## src/hdl/la_defs.svh

```systemverilog
////////////////////////////////////////
// logic analyzer widths and sizes
// shared by all RTL blocks
////////////////////////////////////////

`ifndef LA_DEFS_SVH
`define LA_DEFS_SVH

// stream sample
`define LA_DAT_W 8

// decimation counter
`define LA_DEC_W 17

// external trigger lines and their select
`define LA_TRG_W 4
`define LA_TRG_SEL_W 2

// post-trigger delay counter
`define LA_CNT_W 32

// decoded register address
`define LA_ADR_W 6

// sample buffer entries
`define LA_FIFO_DEPTH 8

`endif

```

## src/hdl/la_regs_pkg.sv

```systemverilog
////////////////////////////////////////
// register bus types and map
// plus the acquire FSM states
////////////////////////////////////////

package la_regs_pkg;

  typedef logic [5:0]  adr_t;   // decoded address
  typedef logic [31:0] word_t;  // bus data

  ////////////////////////////////////////
  // register offsets
  ////////////////////////////////////////

  localparam word_t REG_CTL     = 32'h00;  // clear / sw trigger / start
  localparam word_t REG_SEL     = 32'h08;  // ext trigger select
  localparam word_t REG_DLY     = 32'h0c;  // post-trigger samples
  localparam word_t REG_MSK_CUR = 32'h10;
  localparam word_t REG_MSK_OLD = 32'h14;
  localparam word_t REG_VAL_CUR = 32'h18;
  localparam word_t REG_VAL_OLD = 32'h1c;
  localparam word_t REG_DEC     = 32'h28;  // keep 1 of dec+1
  localparam word_t REG_STS_DLY = 32'h2c;  // delay counter, read only

  // acquire controller states
  typedef enum logic [1:0] {
    ST_IDLE,  // discarding
    ST_ARM,   // forwarding, waiting for trigger
    ST_POST,  // forwarding post-trigger samples
    ST_DONE   // run finished, discarding
  } acq_state_t;

endpackage

```

## src/hdl/la_stream_pkg.sv

```systemverilog
////////////////////////////////////////
// stream side types
// samples, flagged samples, counters
////////////////////////////////////////

package la_stream_pkg;

  // one sample off the input stream
  typedef logic [7:0] dat_t;

  // sample with trigger flag on top, FIFO entry
  typedef logic [8:0] fsmp_t;

  // decimation factor
  typedef logic [16:0] dec_t;

  // post-trigger delay
  typedef logic [31:0] cnt_t;

endpackage

```

## src/hdl/la_acquire.sv

```systemverilog
////////////////////////////////////////
// acquire controller
// arm, trigger, post-trigger count,
// marks the last output sample
////////////////////////////////////////

`timescale 1ns/1ps

`include "la_defs.svh"

module la_acquire (
  input  logic                  bus,
  input  logic                  rst_n,
  input  logic                  ctl_rst,   // back to idle
  input  logic                  ctl_acq,   // start a run
  input  logic                  ctl_trg,   // sw / ext trigger pulse
  input  la_stream_pkg::cnt_t   cfg_dly,   // samples after the trigger sample
  output la_stream_pkg::cnt_t   sts_dly,   // samples still to send
  output logic                  sts_acq,
  output logic                  sts_trg,
  // from the buffer
  input  la_stream_pkg::fsmp_t  sti_dat,
  input  logic                  sti_vld,
  output logic                  sti_rdy,
  // output stream
  output la_stream_pkg::dat_t   sto_dat,
  output logic                  sto_vld,
  input  logic                  sto_rdy,
  output logic                  sto_lst
);

  la_regs_pkg::acq_state_t state;

  logic run;      // forwarding states
  logic flag;     // edge trigger bit of the head sample
  logic room;     // output register free this cycle
  logic load;     // head sample moves to the output register
  logic trg_smp;  // loaded sample is the trigger sample
  logic lst_nxt;  // loaded sample ends the run

  assign run  = (state == la_regs_pkg::ST_ARM) || (state == la_regs_pkg::ST_POST);
  assign flag = sti_dat[`LA_DAT_W];
  assign room = ~sto_vld | sto_rdy;

  // in post, stop pulling once the last sample is loaded
  // outside a run, pop and drop at full rate
  assign sti_rdy = run ? (room & ((state == la_regs_pkg::ST_ARM) || (sts_dly != '0)))
                       : 1'b1;
  assign load    = run & sti_vld & sti_rdy;

  // a pending sw/ext trigger (sts_trg while armed) claims the next sample
  assign trg_smp = (state == la_regs_pkg::ST_ARM) & (flag | ctl_trg | sts_trg);
  assign lst_nxt = trg_smp ? (cfg_dly == '0)
                           : ((state == la_regs_pkg::ST_POST) && (sts_dly == 32'd1));

  assign sts_acq = run;

  ////////////////////////////////////////
  // state machine
  ////////////////////////////////////////

  always_ff @(posedge bus) begin
    if (!rst_n || ctl_rst) begin
      state   <= la_regs_pkg::ST_IDLE;
      sts_trg <= 1'b0;
      sts_dly <= '0;
    end else begin
      case (state)
        la_regs_pkg::ST_IDLE,
        la_regs_pkg::ST_DONE: begin
          if (ctl_acq) begin
            state   <= la_regs_pkg::ST_ARM;
            sts_trg <= 1'b0;  // fresh run
          end
        end
        la_regs_pkg::ST_ARM: begin
          if (ctl_trg || (load && flag)) sts_trg <= 1'b1;
          if (load && trg_smp) begin
            sts_dly <= cfg_dly;  // count what follows this sample
            state   <= la_regs_pkg::ST_POST;
          end
        end
        la_regs_pkg::ST_POST: begin
          if (load) sts_dly <= sts_dly - 1'b1;
          // leave on the transfer of the marked sample
          if (sto_vld && sto_rdy && sto_lst) state <= la_regs_pkg::ST_DONE;
        end
        default: state <= la_regs_pkg::ST_IDLE;
      endcase
    end
  end

  ////////////////////////////////////////
  // output register
  ////////////////////////////////////////

  always_ff @(posedge bus) begin
    if (!rst_n || ctl_rst) begin
      sto_vld <= 1'b0;
      sto_lst <= 1'b0;
    end else if (load) begin
      sto_vld <= 1'b1;
      sto_lst <= lst_nxt;
    end else if (sto_rdy) begin
      sto_vld <= 1'b0;  // drained
      sto_lst <= 1'b0;
    end
  end

  always_ff @(posedge bus) begin
    if (load) sto_dat <= sti_dat[`LA_DAT_W-1:0];  // flag stripped
  end

endmodule

```

## src/hdl/la_decimator.sv

```systemverilog
////////////////////////////////////////
// stream decimator
// keeps one of every cfg_dec+1 samples
////////////////////////////////////////

`timescale 1ns/1ps

`include "la_defs.svh"

module la_decimator (
  input  logic                  bus,
  input  logic                  rst_n,
  input  logic                  ctl_rst,   // sync clear
  input  la_stream_pkg::dec_t   cfg_dec,
  // input stream
  input  la_stream_pkg::dat_t   sti_dat,
  input  logic                  sti_vld,
  output logic                  sti_rdy,
  // decimated stream
  output la_stream_pkg::dat_t   sto_dat,
  output logic                  sto_vld,
  input  logic                  sto_rdy
);

  la_stream_pkg::dec_t cnt;  // accepted samples since last kept one
  logic                acc;  // input transfer
  logic                keep; // this transfer goes to the output

  // dropped samples also wait, keeps the input in step with the buffer
  assign sti_rdy = ~sto_vld | sto_rdy;
  assign acc     = sti_vld & sti_rdy;
  assign keep    = acc & (cnt == '0);

  // wrap counter, >= guards a shrinking cfg_dec
  always_ff @(posedge bus) begin
    if (!rst_n || ctl_rst) begin
      cnt <= '0;
    end else if (acc) begin
      if (cnt >= cfg_dec) cnt <= '0;
      else                cnt <= cnt + `LA_DEC_W'(1);
    end
  end

  // output valid
  always_ff @(posedge bus) begin
    if (!rst_n || ctl_rst) begin
      sto_vld <= 1'b0;
    end else if (keep) begin
      sto_vld <= 1'b1;
    end else if (sto_rdy) begin
      sto_vld <= 1'b0;  // taken downstream
    end
  end

  // output data, only loads on a kept sample
  always_ff @(posedge bus) begin
    if (keep) sto_dat <= sti_dat;
  end

endmodule

```

## src/hdl/la_fifo.sv

```systemverilog
////////////////////////////////////////
// flagged sample buffer
// sync FIFO, trigger -> acquire
////////////////////////////////////////

`timescale 1ns/1ps

`include "la_defs.svh"

module la_fifo (
  input  logic                  bus,
  input  logic                  rst_n,
  input  logic                  ctl_rst,
  // push side
  input  la_stream_pkg::fsmp_t  push_dat,
  input  logic                  push_vld,
  output logic                  push_rdy,  // not full
  // pop side
  output la_stream_pkg::fsmp_t  pop_dat,
  output logic                  pop_vld,   // not empty
  input  logic                  pop_rdy
);

  localparam int unsigned DEPTH = `LA_FIFO_DEPTH;
  localparam int unsigned AW    = $clog2(DEPTH);
  localparam int unsigned CW    = $clog2(DEPTH + 1);

  la_stream_pkg::fsmp_t mem [DEPTH];  // storage

  logic [AW-1:0] wr_ptr;
  logic [AW-1:0] rd_ptr;
  logic [CW-1:0] fill;   // entries held
  logic          push;
  logic          pop;

  assign push_rdy = fill != CW'(DEPTH);
  assign pop_vld  = fill != '0;
  assign push     = push_vld & push_rdy;
  assign pop      = pop_vld & pop_rdy;

  // head entry, readable the cycle after its push
  assign pop_dat = mem[rd_ptr];

  always_ff @(posedge bus) begin
    if (push) mem[wr_ptr] <= push_dat;
  end

  ////////////////////////////////////////
  // pointers and fill count
  ////////////////////////////////////////

  always_ff @(posedge bus) begin
    if (!rst_n || ctl_rst) begin
      wr_ptr <= '0;
      rd_ptr <= '0;
      fill   <= '0;
    end else begin
      if (push) begin
        if (wr_ptr == AW'(DEPTH - 1)) wr_ptr <= '0;  // wrap
        else                          wr_ptr <= wr_ptr + 1'b1;
      end
      if (pop) begin
        if (rd_ptr == AW'(DEPTH - 1)) rd_ptr <= '0;
        else                          rd_ptr <= rd_ptr + 1'b1;
      end
      // simultaneous push and pop leaves fill alone
      if (push && !pop)      fill <= fill + 1'b1;
      else if (pop && !push) fill <= fill - 1'b1;
    end
  end

endmodule

```

## src/hdl/la_top.sv

```systemverilog
////////////////////////////////////////
// logic analyzer top
// register bank, trigger select and
// decimator -> FIFO -> acquire path
////////////////////////////////////////

`timescale 1ns/1ps

`include "la_defs.svh"

module la_top (
  input  logic                      bus,        // clock
  input  logic                      rst_n,
  // input stream
  input  la_stream_pkg::dat_t       sti_dat,
  input  logic                      sti_vld,
  output logic                      sti_rdy,
  // output stream
  output la_stream_pkg::dat_t       sto_dat,
  output logic                      sto_vld,
  input  logic                      sto_rdy,
  output logic                      sto_lst,
  // triggers
  input  logic [`LA_TRG_W-1:0]      trg_ext,
  output logic                      trg_swo,    // sw trigger strobe
  output logic                      trg_out,    // edge trigger hit
  // register bus
  input  la_regs_pkg::word_t        bus_addr,
  input  la_regs_pkg::word_t        bus_wdata,
  input  logic                      bus_wen,
  input  logic                      bus_ren,
  output la_regs_pkg::word_t        bus_rdata,
  output logic                      bus_ack,
  output logic                      bus_err
);

  la_regs_pkg::adr_t         adr;
  logic                      ctl_wen;   // write to REG_CTL
  logic                      ctl_rst;
  logic                      ctl_acq;
  logic                      ctl_trg;
  // configuration
  logic [`LA_TRG_SEL_W-1:0]  cfg_sel;
  la_stream_pkg::cnt_t       cfg_dly;
  la_stream_pkg::dat_t       cfg_msk_cur;
  la_stream_pkg::dat_t       cfg_msk_old;
  la_stream_pkg::dat_t       cfg_val_cur;
  la_stream_pkg::dat_t       cfg_val_old;
  la_stream_pkg::dec_t       cfg_dec;
  // status
  la_stream_pkg::cnt_t       sts_dly;
  logic                      sts_acq;
  logic                      sts_trg;
  // decimated stream
  la_stream_pkg::dat_t       dec_dat;
  logic                      dec_vld;
  logic                      dec_rdy;
  logic                      trg_flag;
  // buffer output
  la_stream_pkg::fsmp_t      fifo_dat;
  logic                      fifo_vld;
  logic                      fifo_rdy;

  ////////////////////////////////////////
  // register bank
  ////////////////////////////////////////

  assign adr     = bus_addr[`LA_ADR_W-1:0];
  assign bus_err = 1'b0;  // no error responses

  always_ff @(posedge bus) begin
    if (!rst_n) bus_ack <= 1'b0;
    else        bus_ack <= bus_wen | bus_ren;  // one cycle later
  end

  // single-cycle strobes in the write cycle
  assign ctl_wen = bus_wen & (adr == la_regs_pkg::adr_t'(la_regs_pkg::REG_CTL));
  assign ctl_rst = ctl_wen & bus_wdata[0];
  assign trg_swo = ctl_wen & bus_wdata[1];
  assign ctl_acq = ctl_wen & bus_wdata[2];

  always_ff @(posedge bus) begin
    if (!rst_n) begin
      cfg_sel     <= '0;
      cfg_dly     <= '0;
      cfg_msk_cur <= '0;
      cfg_msk_old <= '0;
      cfg_val_cur <= '0;
      cfg_val_old <= '0;
      cfg_dec     <= '0;
    end else if (bus_wen) begin
      case (adr)
        la_regs_pkg::adr_t'(la_regs_pkg::REG_SEL):     cfg_sel <= bus_wdata[`LA_TRG_SEL_W-1:0];
        la_regs_pkg::adr_t'(la_regs_pkg::REG_DLY):     cfg_dly <= bus_wdata[`LA_CNT_W-1:0];
        la_regs_pkg::adr_t'(la_regs_pkg::REG_MSK_CUR): cfg_msk_cur <= bus_wdata[`LA_DAT_W-1:0];
        la_regs_pkg::adr_t'(la_regs_pkg::REG_MSK_OLD): cfg_msk_old <= bus_wdata[`LA_DAT_W-1:0];
        la_regs_pkg::adr_t'(la_regs_pkg::REG_VAL_CUR): cfg_val_cur <= bus_wdata[`LA_DAT_W-1:0];
        la_regs_pkg::adr_t'(la_regs_pkg::REG_VAL_OLD): cfg_val_old <= bus_wdata[`LA_DAT_W-1:0];
        la_regs_pkg::adr_t'(la_regs_pkg::REG_DEC):     cfg_dec <= bus_wdata[`LA_DEC_W-1:0];
        default: ;  // ctl strobes and read-only
      endcase
    end
  end

  // registered read mux, lines up with bus_ack
  always_ff @(posedge bus) begin
    case (adr)
      la_regs_pkg::adr_t'(la_regs_pkg::REG_CTL):
        bus_rdata <= la_regs_pkg::word_t'({sts_acq, sts_trg, 1'b0});
      la_regs_pkg::adr_t'(la_regs_pkg::REG_SEL):     bus_rdata <= la_regs_pkg::word_t'(cfg_sel);
      la_regs_pkg::adr_t'(la_regs_pkg::REG_DLY):     bus_rdata <= cfg_dly;
      la_regs_pkg::adr_t'(la_regs_pkg::REG_MSK_CUR): bus_rdata <= la_regs_pkg::word_t'(cfg_msk_cur);
      la_regs_pkg::adr_t'(la_regs_pkg::REG_MSK_OLD): bus_rdata <= la_regs_pkg::word_t'(cfg_msk_old);
      la_regs_pkg::adr_t'(la_regs_pkg::REG_VAL_CUR): bus_rdata <= la_regs_pkg::word_t'(cfg_val_cur);
      la_regs_pkg::adr_t'(la_regs_pkg::REG_VAL_OLD): bus_rdata <= la_regs_pkg::word_t'(cfg_val_old);
      la_regs_pkg::adr_t'(la_regs_pkg::REG_DEC):     bus_rdata <= la_regs_pkg::word_t'(cfg_dec);
      la_regs_pkg::adr_t'(la_regs_pkg::REG_STS_DLY): bus_rdata <= sts_dly;
      default:                                       bus_rdata <= '0;  // unmapped
    endcase
  end

  ////////////////////////////////////////
  // trigger sources
  ////////////////////////////////////////

  assign ctl_trg = trg_ext[cfg_sel] | trg_swo;
  assign trg_out = trg_flag & dec_vld & dec_rdy;  // only on a real transfer

  ////////////////////////////////////////
  // sample path
  ////////////////////////////////////////

  la_decimator u_dec (
    .bus     (bus),
    .rst_n   (rst_n),
    .ctl_rst (ctl_rst),
    .cfg_dec (cfg_dec),
    .sti_dat (sti_dat),
    .sti_vld (sti_vld),
    .sti_rdy (sti_rdy),
    .sto_dat (dec_dat),
    .sto_vld (dec_vld),
    .sto_rdy (dec_rdy)
  );

  la_trigger u_trg (
    .bus         (bus),
    .rst_n       (rst_n),
    .ctl_rst     (ctl_rst),
    .cfg_msk_cur (cfg_msk_cur),
    .cfg_msk_old (cfg_msk_old),
    .cfg_val_cur (cfg_val_cur),
    .cfg_val_old (cfg_val_old),
    .str_dat     (dec_dat),
    .str_vld     (dec_vld),
    .str_rdy     (dec_rdy),
    .trg_flag    (trg_flag)
  );

  la_fifo u_fifo (
    .bus      (bus),
    .rst_n    (rst_n),
    .ctl_rst  (ctl_rst),
    .push_dat ({trg_flag, dec_dat}),  // flag rides on top
    .push_vld (dec_vld),
    .push_rdy (dec_rdy),
    .pop_dat  (fifo_dat),
    .pop_vld  (fifo_vld),
    .pop_rdy  (fifo_rdy)
  );

  la_acquire u_acq (
    .bus     (bus),
    .rst_n   (rst_n),
    .ctl_rst (ctl_rst),
    .ctl_acq (ctl_acq),
    .ctl_trg (ctl_trg),
    .cfg_dly (cfg_dly),
    .sts_dly (sts_dly),
    .sts_acq (sts_acq),
    .sts_trg (sts_trg),
    .sti_dat (fifo_dat),
    .sti_vld (fifo_vld),
    .sti_rdy (fifo_rdy),
    .sto_dat (sto_dat),
    .sto_vld (sto_vld),
    .sto_rdy (sto_rdy),
    .sto_lst (sto_lst)
  );

endmodule

```

## src/hdl/la_trigger.sv

```systemverilog
////////////////////////////////////////
// edge trigger on the decimated stream
// matches current and previous sample
////////////////////////////////////////

`timescale 1ns/1ps

`include "la_defs.svh"

module la_trigger (
  input  logic                  bus,
  input  logic                  rst_n,
  input  logic                  ctl_rst,
  // match configuration
  input  la_stream_pkg::dat_t   cfg_msk_cur,
  input  la_stream_pkg::dat_t   cfg_msk_old,
  input  la_stream_pkg::dat_t   cfg_val_cur,
  input  la_stream_pkg::dat_t   cfg_val_old,
  // monitored stream
  input  la_stream_pkg::dat_t   str_dat,
  input  logic                  str_vld,
  input  logic                  str_rdy,
  output logic                  trg_flag   // combinational match
);

  la_stream_pkg::dat_t old_dat;  // last transferred sample
  logic                old_vld;  // old_dat holds a real sample
  logic                cur_hit;
  logic                old_hit;

  ////////////////////////////////////////
  // previous sample
  ////////////////////////////////////////

  always_ff @(posedge bus) begin
    if (!rst_n || ctl_rst) begin
      old_vld <= 1'b0;
    end else if (str_vld && str_rdy) begin
      old_vld <= 1'b1;
    end
  end

  always_ff @(posedge bus) begin
    if (str_vld && str_rdy) old_dat <= str_dat;
  end

  // both halves of the edge must match
  assign cur_hit  = (str_dat & cfg_msk_cur) == cfg_val_cur;
  assign old_hit  = (old_dat & cfg_msk_old) == cfg_val_old;
  assign trg_flag = old_vld & cur_hit & old_hit;

endmodule

```

## config.mk

```make
export PLATFORM = sky130hd
export DESIGN_NAME = la_top
export DESIGN_NICKNAME = d
export VERILOG_FILES = /design/src/hdl/la_regs_pkg.sv /design/src/hdl/la_stream_pkg.sv /design/src/hdl/la_acquire.sv /design/src/hdl/la_decimator.sv /design/src/hdl/la_fifo.sv /design/src/hdl/la_top.sv /design/src/hdl/la_trigger.sv
export VERILOG_INCLUDE_DIRS = /design/src /design/src/hdl
export SDC_FILE = /design/constraint.sdc
export NUM_CORES = 1
export LEC_CHECK = 0
export ABC_CLOCK_PERIOD_IN_PS = 9030
export BUFFER_PORTS_ARGS = -buffer_cell sky130_fd_sc_hd__buf_4
export CORE_MARGIN = 3
export CORE_UTILIZATION = 52
export DETAILED_ROUTE_END_ITERATION = 8
export PLACE_DENSITY = 0.72
export SLEW_MARGIN = 0
export SYNTH_ARGS = -nofsm -noshare
export SYNTH_HDL_FRONTEND = slang
export SYNTH_SLANG_ARGS = --single-unit
```

## constraint.sdc

```tcl
create_clock -name bus -period 9.03 [get_ports bus]
set_input_delay 0.4515 -clock bus [delete_from_list [all_inputs] [get_ports bus]]
set_output_delay 0.4515 -clock bus [all_outputs]
set_load 0.02 [all_outputs]
```

; Word-level counts from Yosys, hierarchy flattened
; Memories as Yosys holds them, arrays and structs flattened. A register that Yosys moved wholly into a read port is not among the register bits.
; Cells that the tools add are included.
; W data, S select, Z words.
[classes]
addsub = 6
n_lt_le_gt_ge = 2
n_eq_ne = 22
n_mux = 29
bitwise = 26
reduce_logical = 37
[op_table]
columns = operator, n
row1 = $pmux W32 S9, 1
row2 = $mux W32, 2
row3 = $pmux W32 S2, 1
row4 = $eq A32 B1 Y1 const B, 1
row5 = $logic_not A32 Y1, 1
row6 = $reduce_bool A32 Y1, 1
row7 = $sub A32 B1 Y32 const B, 1
row8 = $eq A6 B5 Y1 const B, 4
row9 = $add A17 B1 Y17 const B, 1
row10 = $ge A17 B17 Y1, 1
row11 = $logic_not A17 Y1, 1
row12 = $mux W17, 1
row13 = $and A1 B1 Y1, 16
row14 = $and A8 B8 Y8, 2
row15 = $eq A8 B8 Y1, 2
row16 = $reduce_and A2 Y1, 7
row17 = $eq A6 B4 Y1 const B, 2
row18 = $eq A6 B6 Y1 const B, 2
row19 = $mux W1, 12
row20 = $mux W3, 4
row21 = $reduce_bool A2 Y1, 5
row22 = $reduce_and A3 Y1, 3
row23 = $logic_and A1 B1 Y1, 8
row24 = $mux W4, 2
row25 = other kinds (22), 41
[totals]
reg_bits = 206
mem_bits_rw = 72
input_bits = 82
memories = 1
[memory_table]
columns = name, words, width, read_ports, rd_clocked_by_memory_dff, wr, line_no
row1 = u_fifo.mem, 8, 9, 1, 1, 1, la_fifo.sv:28  ; la_stream_pkg::fsmp_t mem [DEPTH];

; Logic depth before layout (Yosys ltp)
; Gate-level depths: netlist of the first run.
[logic_depth]
depth_word = 10
mapped_depth = 14
depth_no_buf = 14

; Modules after synthesis
; Synthesis of the first run repeated with hierarchy kept, for this count alone.
[unflattened]
cells_unflattened = 1254
area_unflattened_um2 = 13206.4
[by_module_without_submodules]
columns = mod, n_inst, cells_each, area_per_inst_um2, seq_area_each_um2
row1 = la_top, 1, 491, 4629.4, 2322.2
row2 = la_fifo, 1, 181, 3438.3, 2422.3
row3 = la_acquire, 1, 357, 2866.5, 980.9
row4 = la_decimator, 1, 172, 1715.4, 600.6
row5 = la_trigger, 1, 53, 556.8, 260.2

; Least setup slack after synthesis of the first run
; Ideal clock, no wire load.
[synth_path]
kind = flip-flop to flip-flop
from = reg u_fifo.fill[0]
to = reg u_fifo.fill[3]
setup_time_ns = 0.071
arrival_ns = 2.875
t_required_ns = 8.959
slack_ns = 6.084
stages_incl_launch_ff = 12
path_buffers = 0
period_less_slack_ns = 2.946
path_cell_list = dfxtp_1 or4b_2 nand2_1 inv_1 ha_1 inv_1 ha_1 a21o_1 a21oi_1 xnor2_1 or3_1 a21oi_1
[synth_via]
elab_chain_cells = 5
word_cells_on_any_way = 13
cone_classes = add/sub: 2 / eq/ne: 1 / mux: 2 / bitwise: 2 / reduce/logical: 6
[synth_lines]
columns = item, line_no
row1 = start: declaration, la_fifo.sv:32  ; logic [CW-1:0] fill;
row2 = start signal: assignment, la_fifo.sv:67  ; if (push && !pop) fill <= fill + 1'b1;
row3 = start signal: assignment, la_fifo.sv:68  ; else if (pop && !push) fill <= fill - 1'b1;
row4 = $ne A4 B4 Y1 *, la_fifo.sv:36  ; assign push_rdy = fill != CW'(DEPTH);
row5 = $and A1 B1 Y1 *, la_fifo.sv:38  ; assign push = push_vld & push_rdy;
row6 = via u_fifo.push, la_fifo.sv:33  ; logic push;
row7 = $logic_not A1 Y1, la_fifo.sv:68
row8 = $logic_and A1 B1 Y1, la_fifo.sv:68
row9 = $reduce_bool A2 Y1 (no source line), n/a
; Mark *: on every way through the listed nets, which the timed path passes. The rest lies on a longest branch. The select of a mux whose other input is x is not followed.
; A chain may end at the register's enable or synchronous reset.

==> metrics.txt, run 1 <==
# TYPE chip_impl_metric gauge
chip_impl_info{name="run_status",value="complete, no violations"} 1
chip_impl_metric{name="worst_slew_pin_slew",unit="ps"} 1180
chip_impl_metric{name="synth_seq_area_share",unit="%"} 52.6
chip_impl_metric{name="clk-insertion-delay-late",unit="ps"} 560
chip_impl_metric{name="cp_data_required_time",unit="ps"} 9460
chip_impl_info{name="crit_path_start_kind",value="register"} 1
chip_impl_metric{name="diodes",unit=""} 0
chip_impl_metric{name="share_seq_of_total_power",unit="%"} 38.2
chip_impl_metric{name="drt_iter0_markers",unit=""} 886
chip_impl_info{name="synth_top_cells_by_count",value="nand2_1 (188), dfxtp_1 (185), a21oi_1 (117)"} 1
chip_impl_info{name="crit_path_end_kind",value="register"} 1
chip_impl_metric{name="place_congestion",unit=""} 0.862
chip_impl_metric{name="final_antenna_net_count",unit=""} 0
chip_impl_metric{name="wl",unit="mm"} 30.4
chip_impl_metric{name="maxCapViolCount",unit=""} 0
chip_impl_metric{name="io_buffer_count",unit=""} 101
chip_impl_metric{name="critical-path-max-stage-delay",unit="ps"} 990
chip_impl_metric{name="drt-vias-per-instance",unit=""} 5.85
chip_impl_metric{name="async_reset_ff_share",unit="%"} 0
chip_impl_metric{name="final.min_clock_period",unit="ps"} 3500
chip_impl_metric{name="die_y",unit="um"} 161
chip_impl_metric{name="final-hold-violation-count",unit=""} 0
chip_impl_metric{name="finalInstanceArea",unit="um2"} 14500
chip_impl_metric{name="number_of_antenna_violations_at_the_first_check_in_global_routing",unit=""} 0
chip_impl_metric{name="maxSlewHeadroom",unit="%"} 21.1
chip_impl_info{name="path_cells",value="mux4_1 -> mux2i_1 -> a21oi_2 -> a22oi_4 -> a21oi_1 -> o221a_2"} 1
chip_impl_metric{name="drt-pass1-iter-count",unit=""} 5
chip_impl_metric{name="nets",unit=""} 1421
chip_impl_metric{name="layout.core_utilization",unit="%"} 61.7
chip_impl_metric{name="slew_violations",unit=""} 0
chip_impl_metric{name="switchingPower",unit="W"} 0.00128
chip_impl_metric{name="cp.buffers_inverters",unit=""} 0
chip_impl_metric{name="global_route_usage_sum",unit="%"} 23.0
chip_impl_metric{name="die_w",unit="um"} 161
chip_impl_metric{name="clock_buffers_created_by_tritoncts",unit=""} 29
chip_impl_metric{name="ir_drop_worst_case_vdd",unit="mV"} 0.155
chip_impl_info{name="grt_setup_unrepaired",value="false"} 1
chip_impl_metric{name="vias_in_the_first_global_route",unit=""} 9197
chip_impl_metric{name="clk_network_pwr_share",unit="%"} 33.0
chip_impl_metric{name="placement_rows",unit=""} 56
chip_impl_metric{name="finalClockSkew",unit="ps"} 19.9
chip_impl_metric{name="clock.fmax",unit="GHz"} 0.286
chip_impl_metric{name="dr_total_vias",unit=""} 9649
chip_impl_metric{name="timing.critical_path.arrival",unit="ps"} 3930
chip_impl_metric{name="critical_path_peak_fanout",unit=""} 46
chip_impl_metric{name="power_per_cell_area",unit="nW/um2"} 269
chip_impl_metric{name="grt.overflow.total",unit=""} 0
chip_impl_metric{name="grt_pass1_wl",unit="mm"} 48.9
chip_impl_metric{name="cts_hold_repair.buffers",unit=""} 0
chip_impl_metric{name="setup_violations",unit=""} 0
chip_impl_metric{name="clockBufferDepth",unit=""} 3
chip_impl_metric{name="avgRoutedWirePerCell",unit="um"} 18.5
chip_impl_metric{name="post_cts_resize_count",unit=""} 0
chip_impl_metric{name="worst_setup_hold_path_clk_slew",unit="ps"} 60
chip_impl_metric{name="r2r_slack",unit="ps"} 5530
chip_impl_info{name="path_delay_family",value="compound AO/OA/AOI/OAI gates"} 1
chip_impl_metric{name="tritoncts_num_sinks",unit=""} 281
chip_impl_info{name="timing_worst_setup_path_type",value="reg -> reg"} 1
chip_impl_metric{name="synth_edf_count",unit=""} 96
chip_impl_metric{name="maximum_level_of_the_cts_h_tree",unit=""} 1
chip_impl_metric{name="grt_max_degree",unit=""} 89
chip_impl_metric{name="timing.setup.tns",unit="ps"} 0
chip_impl_metric{name="post_synth_instance_area",unit="um2"} 12500
chip_impl_info{name="postSynth.topFlopCell",value="dfxtp_1"} 1
chip_impl_metric{name="synth.top_cell.area_share",unit="%"} 29.6
chip_impl_info{name="synth_area_leaders",value="dfxtp_1 (30%), edfxtp_1 (23%), nand2_1 (5.6%)"} 1
chip_impl_metric{name="p_total",unit="W"} 0.00391
chip_impl_metric{name="timing.hold.ws",unit="ps"} 66.2
chip_impl_metric{name="drc_markers",unit=""} 0
chip_impl_metric{name="synth.lib_cells_used.distinct",unit=""} 79
chip_impl_metric{name="power_report.internal_total",unit="W"} 0.00263
chip_impl_info{name="post-synth-top-count-cell",value="nand2_1"} 1
chip_impl_metric{name="combinationalPowerShare",unit="%"} 28.7
chip_impl_metric{name="synth.net_count",unit=""} 1346
chip_impl_metric{name="placed_cell_area",unit="um2"} 13500
chip_impl_metric{name="drive_above_1_share",unit="%"} 16.9
chip_impl_info{name="cp_slowest_cell",value="a22oi_4"} 1
chip_impl_metric{name="floorplan.die_area",unit="um2"} 26000
chip_impl_metric{name="floorplan.initialDensity",unit="%"} 53.2
chip_impl_metric{name="total_leakage_power",unit="nW"} 5.39
chip_impl_metric{name="ios",unit=""} 129
chip_impl_metric{name="postSynthRegisterBits",unit=""} 281
chip_impl_metric{name="postSynthCellCount",unit=""} 1232
chip_impl_metric{name="estimated_wirelength_of_the_detail_placed_design",unit="mm"} 20.0
chip_impl_info{name="cts_tree",value="built"} 1
chip_impl_metric{name="yosysWarningCount",unit=""} 0
chip_impl_metric{name="placeableCoreArea",unit="um2"} 23500
chip_impl_info{name="ctsRootBufferMaster",value="clkbuf_16"} 1
chip_impl_metric{name="post_cts_setup_buffer_count",unit=""} 0
chip_impl_metric{name="post_synthesis_to_final_layout_area_growth",unit="%"} 15.9
chip_impl_info{name="netlist.top_cell.by_area",value="dfxtp_1"} 1
chip_impl_metric{name="power_switching_share",unit="%"} 32.7
chip_impl_metric{name="ratio_of_final_minimum_period_to_clock_period",unit="%"} 38.8
chip_impl_info{name="holdCritPathClass",value="in -> reg"} 1
chip_impl_metric{name="synth_area_per_cell",unit="um2"} 10.2
[final timing paths]
check	start	end	cells after the start
setup / recovery	register	u_acq.sts_dly[14]	6
hold / removal	sti_dat[6]	u_dec.sto_dat[6]	1
setup reg to reg	register	u_acq.sts_dly[14]	6
hold reg to reg	cfg_msk_cur[5]	cfg_msk_cur[5]	2
[cells by family after synthesis]
family	after synthesis	synth area share, %
AOI/OAI and AO/OA	266	14.1
DFF	281	52.6
other	1	0.0299
muxes	52	6.17
and+or+nand+nor	446	17.1
buffers and inverters	121	4.42
xor gates and xnor gates	33	2.31
adders and majority gates	32	3.26
[final cells by class]
type	instances	area [um2]
sequential	281	6590
multi-input combinational	830	5430
clock buffer	33	772
inverter	49	184
timing repair buffer	116	871
fill	1936	9020
clock inverter	21	279
tap	319	399
[flip-flops by register name, indices dropped and copies added (netlist names), 17 cells and up, named ones only]
name,flops
u_acq.sts_dly,32
cfg_dly,32
u_dec.cnt,17
cfg_dec,17
bus_rdata,32
u_fifo.mem,72
[worst register-to-register path, delay by kind of cell (launching register included)]
kind	cells	cell delay, ps
multiplexers	2	930
flip-flops	1	920
AO/OA/AOI/OAI	4	1530
[per-stage QoR]
stage / instances / setup slack, ps
finish: 1649 / 5530
global route: 1649 / 5250
CTS: 1649 / 5370
detailed placement: 1595 / 5570
global placement: 1595 / 5600
floorplan: 1232 / 6080
[power groups by stage]
stage / Sequential, W / Combinational (W) / Clock [W]
3_3_place_gp: 0.00152 / 0.00109 / 0
4_1_cts: 0.00149 / 0.00112 / 0.00132
6_report: 0.00149 / 0.00112 / 0.00129
5_1_grt: 0.00151 / 0.00124 / 0.00137
3_5_place_dp: 0.00152 / 0.00111 / 0
2_1_floorplan: 0.00152 / 0.000854 / 0
[cells in the final DEF (no fill, tap or decap), drive strengths merged, types with 5 or more instances in the layout]
cell type,synthesis,routed
nand2,189,189
dfxtp,185,185
a21oi,118,118
buf,20,116
edfxtp,96,96
nand3,71,71
nor2,56,56
inv,49,51
nor3,35,35
clkbuf,51,33
ha,31,31
o21ai,25,25
mux2i,24,24
xor2,23,23
nor4,22,22
a22o,19,19
mux4,19,19
nand4,17,17
a22oi,16,16
a222oi,14,14
o32ai,14,14
nor2b,12,12
xnor2,10,10
clkinv,0,10
mux2,9,9
a31oi,9,9
a211oi,8,8
or3,8,8
nand2b,6,6
and3,6,6
bufinv,0,6
o21a,5,5
o31ai,5,5
o221a,5,5
o211ai,5,5
[layer usage]
layer	routed length, um	up-vias	part of all wire, %	global-route usage [%]
li1	-	4673	-	-
met3	1840	53	6.1	2.87
met4	719	0	2.4	7.04
met1	13800	4624	45	33.3
met5	0	-	0	0
met2	14000	299	46	36.6
Note: power is estimated with default switching activity, not from simulation.
==> run 2: changes to the inputs <==
--- a/config.mk
+++ b/config.mk
@@ -6,12 +6,13 @@
 export SDC_FILE = /design/constraint.sdc
 export NUM_CORES = 1
 export LEC_CHECK = 0
-export ABC_CLOCK_PERIOD_IN_PS = 9030
+export ABC_AREA = 1
+export ABC_CLOCK_PERIOD_IN_PS = 2840
 export BUFFER_PORTS_ARGS = -buffer_cell sky130_fd_sc_hd__buf_4
 export CORE_MARGIN = 3
 export CORE_UTILIZATION = 52
 export DETAILED_ROUTE_END_ITERATION = 8
-export PLACE_DENSITY = 0.72
+export PLACE_DENSITY = 0.74
 export SLEW_MARGIN = 0
 export SYNTH_ARGS = -nofsm -noshare
 export SYNTH_HDL_FRONTEND = slang
==> constraint.sdc (replaced) <==
create_clock -name bus -period 2.84 [get_ports bus]
set_input_delay 0.142 -clock bus [delete_from_list [all_inputs] [get_ports bus]]
set_output_delay 0.142 -clock bus [all_outputs]
set_load 0.02 [all_outputs]
==> metrics.txt, run 2 <==
# TYPE chip_impl_metric gauge
chip_impl_info{name="netlist.top_cell.by_area",value="dfxtp_1"} 1
chip_impl_metric{name="yosysWarningCount",unit=""} 0
chip_impl_metric{name="slew_violations",unit=""} 0
chip_impl_metric{name="wl",unit="mm"} 34.4
chip_impl_info{name="timing_worst_setup_path_type",value="reg -> out"} 1
chip_impl_metric{name="drt-pass1-iter-count",unit=""} 5
chip_impl_info{name="top_register",value="u_fifo.mem"} 1
chip_impl_metric{name="die_y",unit="um"} 163
chip_impl_metric{name="avgRoutedWirePerCell",unit="um"} 16.9
chip_impl_metric{name="async_reset_ff_share",unit="%"} 0
chip_impl_metric{name="grt_max_degree",unit=""} 50
chip_impl_metric{name="maxCapViolCount",unit=""} 0
chip_impl_metric{name="power_per_cell_area",unit="nW/um2"} 919
chip_impl_metric{name="vias_in_the_first_global_route",unit=""} 10700
chip_impl_info{name="globalRoute.busiestLayer",value="met2"} 1
chip_impl_metric{name="final.min_clock_period",unit="ps"} 2670
chip_impl_metric{name="synth.net_count",unit=""} 1654
chip_impl_info{name="postSynth.topFlopCell",value="dfxtp_1"} 1
chip_impl_metric{name="floorplan.initialDensity",unit="%"} 53.6
chip_impl_metric{name="clock.fmax",unit="GHz"} 0.375
chip_impl_info{name="synth_top_cells_by_count",value="nor2_1 (289), nand2_1 (216), o21ai_0 (191)"} 1
chip_impl_metric{name="synth.top_cell.area_share",unit="%"} 29.0
chip_impl_metric{name="clock_buffers_created_by_tritoncts",unit=""} 28
chip_impl_metric{name="drt_iter0_markers",unit=""} 899
chip_impl_metric{name="global_route_usage_sum",unit="%"} 25.6
chip_impl_metric{name="tritoncts_num_sinks",unit=""} 281
chip_impl_metric{name="dr_total_vias",unit=""} 11300
chip_impl_info{name="worst_r2r_startpoint",value="u_acq.sts_dly[20]"} 1
chip_impl_metric{name="diodes",unit=""} 0
chip_impl_metric{name="ir_drop_worst_case_vdd",unit="mV"} 0.727
chip_impl_info{name="ctsRootBufferMaster",value="clkbuf_16"} 1
chip_impl_metric{name="postSynthRegisterBits",unit=""} 281
chip_impl_metric{name="clockBufferDepth",unit=""} 3
chip_impl_metric{name="placement_rows",unit=""} 56
chip_impl_info{name="crit_path_start",value="u_dec.sto_dat[5]"} 1
chip_impl_metric{name="post_synth_instance_area",unit="um2"} 12800
chip_impl_metric{name="grt.overflow.total",unit=""} 0
chip_impl_metric{name="total_leakage_power",unit="nW"} 6.27
chip_impl_metric{name="synth_seq_area_share",unit="%"} 51.6
chip_impl_metric{name="drt-vias-per-instance",unit=""} 5.56
chip_impl_info{name="cts_tree",value="built"} 1
chip_impl_metric{name="ios",unit=""} 129
chip_impl_metric{name="drive_above_1_share",unit="%"} 13.0
chip_impl_metric{name="met2_usage",unit="%"} 43.1
chip_impl_metric{name="post_synthesis_to_final_layout_area_growth",unit="%"} 20.1
chip_impl_metric{name="timing.hold.worst_path_depth",unit=""} 6
chip_impl_metric{name="finalClockSkew",unit="ps"} 31.4
chip_impl_info{name="post-synth-top-count-cell",value="nor2_1"} 1
chip_impl_info{name="run_status",value="complete, no violations"} 1
chip_impl_metric{name="maximum_level_of_the_cts_h_tree",unit=""} 1
chip_impl_metric{name="groute.layer.met3.usage",unit="%"} 3.69
chip_impl_metric{name="postSynthCellCount",unit=""} 1540
chip_impl_metric{name="worst_slew_pin_slew",unit="ps"} 718
chip_impl_metric{name="maxSlewHeadroom",unit="%"} 52.0
chip_impl_metric{name="ratio_of_final_minimum_period_to_clock_period",unit="%"} 94.0
chip_impl_metric{name="nets",unit=""} 1804
chip_impl_metric{name="drc_markers",unit=""} 0
chip_impl_info{name="crit_path_start_kind",value="register"} 1
chip_impl_metric{name="number_of_antenna_violations_at_the_first_check_in_global_routing",unit=""} 1
chip_impl_metric{name="io_buffer_count",unit=""} 101
chip_impl_metric{name="worst_setup_hold_path_clk_slew",unit="ps"} 60
chip_impl_info{name="crit_path_end_kind",value="output pin"} 1
chip_impl_metric{name="synth_edf_count",unit=""} 96
chip_impl_info{name="holdCritPathClass",value="in -> reg"} 1
chip_impl_info{name="commonest_non_fill_non_tap_cells_in_the_layout",value="nor2_1 (288), nand2_1 (216), o21ai_0 (191)"} 1
chip_impl_metric{name="fillCellCount",unit=""} 2026
chip_impl_metric{name="grt.met1_usage",unit="%"} 34.5
chip_impl_metric{name="cp_data_required_time",unit="ps"} 2700
chip_impl_metric{name="synth.lib_cells_used.distinct",unit=""} 49
chip_impl_metric{name="multi_input_comb_area",unit="um2"} 5380
chip_impl_metric{name="regArea",unit="um2"} 6590
chip_impl_metric{name="place_congestion",unit=""} 0.914
chip_impl_metric{name="final_antenna_net_count",unit=""} 0
chip_impl_metric{name="final-hold-violation-count",unit=""} 0
chip_impl_metric{name="critical_path_peak_fanout",unit=""} 10
chip_impl_metric{name="die_w",unit="um"} 163
chip_impl_info{name="commonest_non_fill_non_tap_cell_in_the_layout",value="nor2_1"} 1
chip_impl_metric{name="final_cells",unit=""} 2031
chip_impl_metric{name="grt_pass1_wl",unit="mm"} 55.1
chip_impl_metric{name="placeableCoreArea",unit="um2"} 23800
chip_impl_metric{name="number_of_flip_flops_in_the_largest_register",unit=""} 72
chip_impl_metric{name="timing.setup.tns",unit="ps"} 0
chip_impl_metric{name="clk-insertion-delay-late",unit="ps"} 570
chip_impl_metric{name="synth_area_per_cell",unit="um2"} 8.29
chip_impl_metric{name="estimated_wirelength_of_the_detail_placed_design",unit="mm"} 23.6
chip_impl_metric{name="timing.critical_path.arrival",unit="ps"} 2530
chip_impl_info{name="synth_area_leaders",value="dfxtp_1 (29%), edfxtp_1 (23%), nor2_1 (8.5%)"} 1
chip_impl_metric{name="worst_r2r_path_depth",unit=""} 17
chip_impl_metric{name="setup_violations",unit=""} 0
chip_impl_metric{name="floorplan.die_area",unit="um2"} 26500
chip_impl_metric{name="place.detailed.instances",unit=""} 1932
chip_impl_info{name="min-delay-start",value="bus_addr[0]"} 1
==> run 2: cell types whose count changed after synthesis, sizes merged, moves of 23 or more <==
cell   change
a21oi     -33
o21ai    +171
mux2i     -23
inv       +97
nor2     +247
nor3      -24
nand2     +30
==> run 2: worst max-delay path: stages (launching register included) <==
cell      delay [ps]
edfxtp_1         620
nand2_1          130
nand2_1           70
o21ai_0           80
nor4_1           320
nand3_1          210
nor3_1           320
buf_4            210
==> run 2: area by class of cell <==
type                            count  area share, %
Clock inverter                      7          0.718
Inverter                          147           3.65
Tap cell                          319           2.60
Timing Repair Buffer              175           9.31
Clock buffer                       45           5.73
Multi-Input combinational cell   1057           35.1
Sequential cell                   281           42.9
==> run 2: per-stage QoR <==
step	util (%)	hold slack, ps	setup slack, ps	area, um2	power, W
5_1_grt	64.4	68.9	-13.0	15300	0.0151
3_5_place_dp	58.3	322	111	13900	0.0102
4_1_cts	64.3	27.7	128	15300	0.0141
2_1_floorplan	-	241	291	12800	0.00877
6_report	64.4	40.0	171	15300	0.0141
3_3_place_gp	58.3	321	205	13900	0.0101
==> run 2: power by group <==
| group | internal, W | leakage (nW) | switching, W |
|---|---|---|---|
| Sequential | 0.00453 | 2.37 | 0.000239 |
| Clock | 0.00230 | 0.492 | 0.00156 |
| Combinational | 0.00189 | 3.41 | 0.00357 |
==> run 2: layer usage <==
layer | up-vias | share of wire, %
met3 | 74 | 7.3
met2 | 401 | 48
met1 | 5312 | 42
li1 | 5504 | -
met4 | 2 | 2.5
met5 | - | 0.026
==> run 2: path summary, 6_finish.rpt <==
path                                        to  slack (ps)
worst min register to register     cfg_dly[10]         490
worst min-delay path              bus_rdata[1]          40
worst max register to register  u_fifo.fill[3]         190
worst max-delay path                   trg_out         170
==> run 2: cell families after synthesis <==
group | count (synthesis) | share of synthesized area, %
AO/OA/AOI/OAI | 354 | 15.5
XOR/XNOR | 30 | 2.06
adder cells (fa/ha/maj) | 32 | 3.19
buffers and inverters | 202 | 6.39
flip-flops | 281 | 51.6
multiplexers | 1 | 0.0784
other | 1 | 0.0294
AND/OR/NAND/NOR | 639 | 21.2
==> run 2: timing repair <==
item                                   CTS  global route
setup endpoints to repair                0             2
hold buffers                            46             0
gates resized for setup                  0             4
endpoints found under the hold margin   91             0
buffers inserted                         0             1
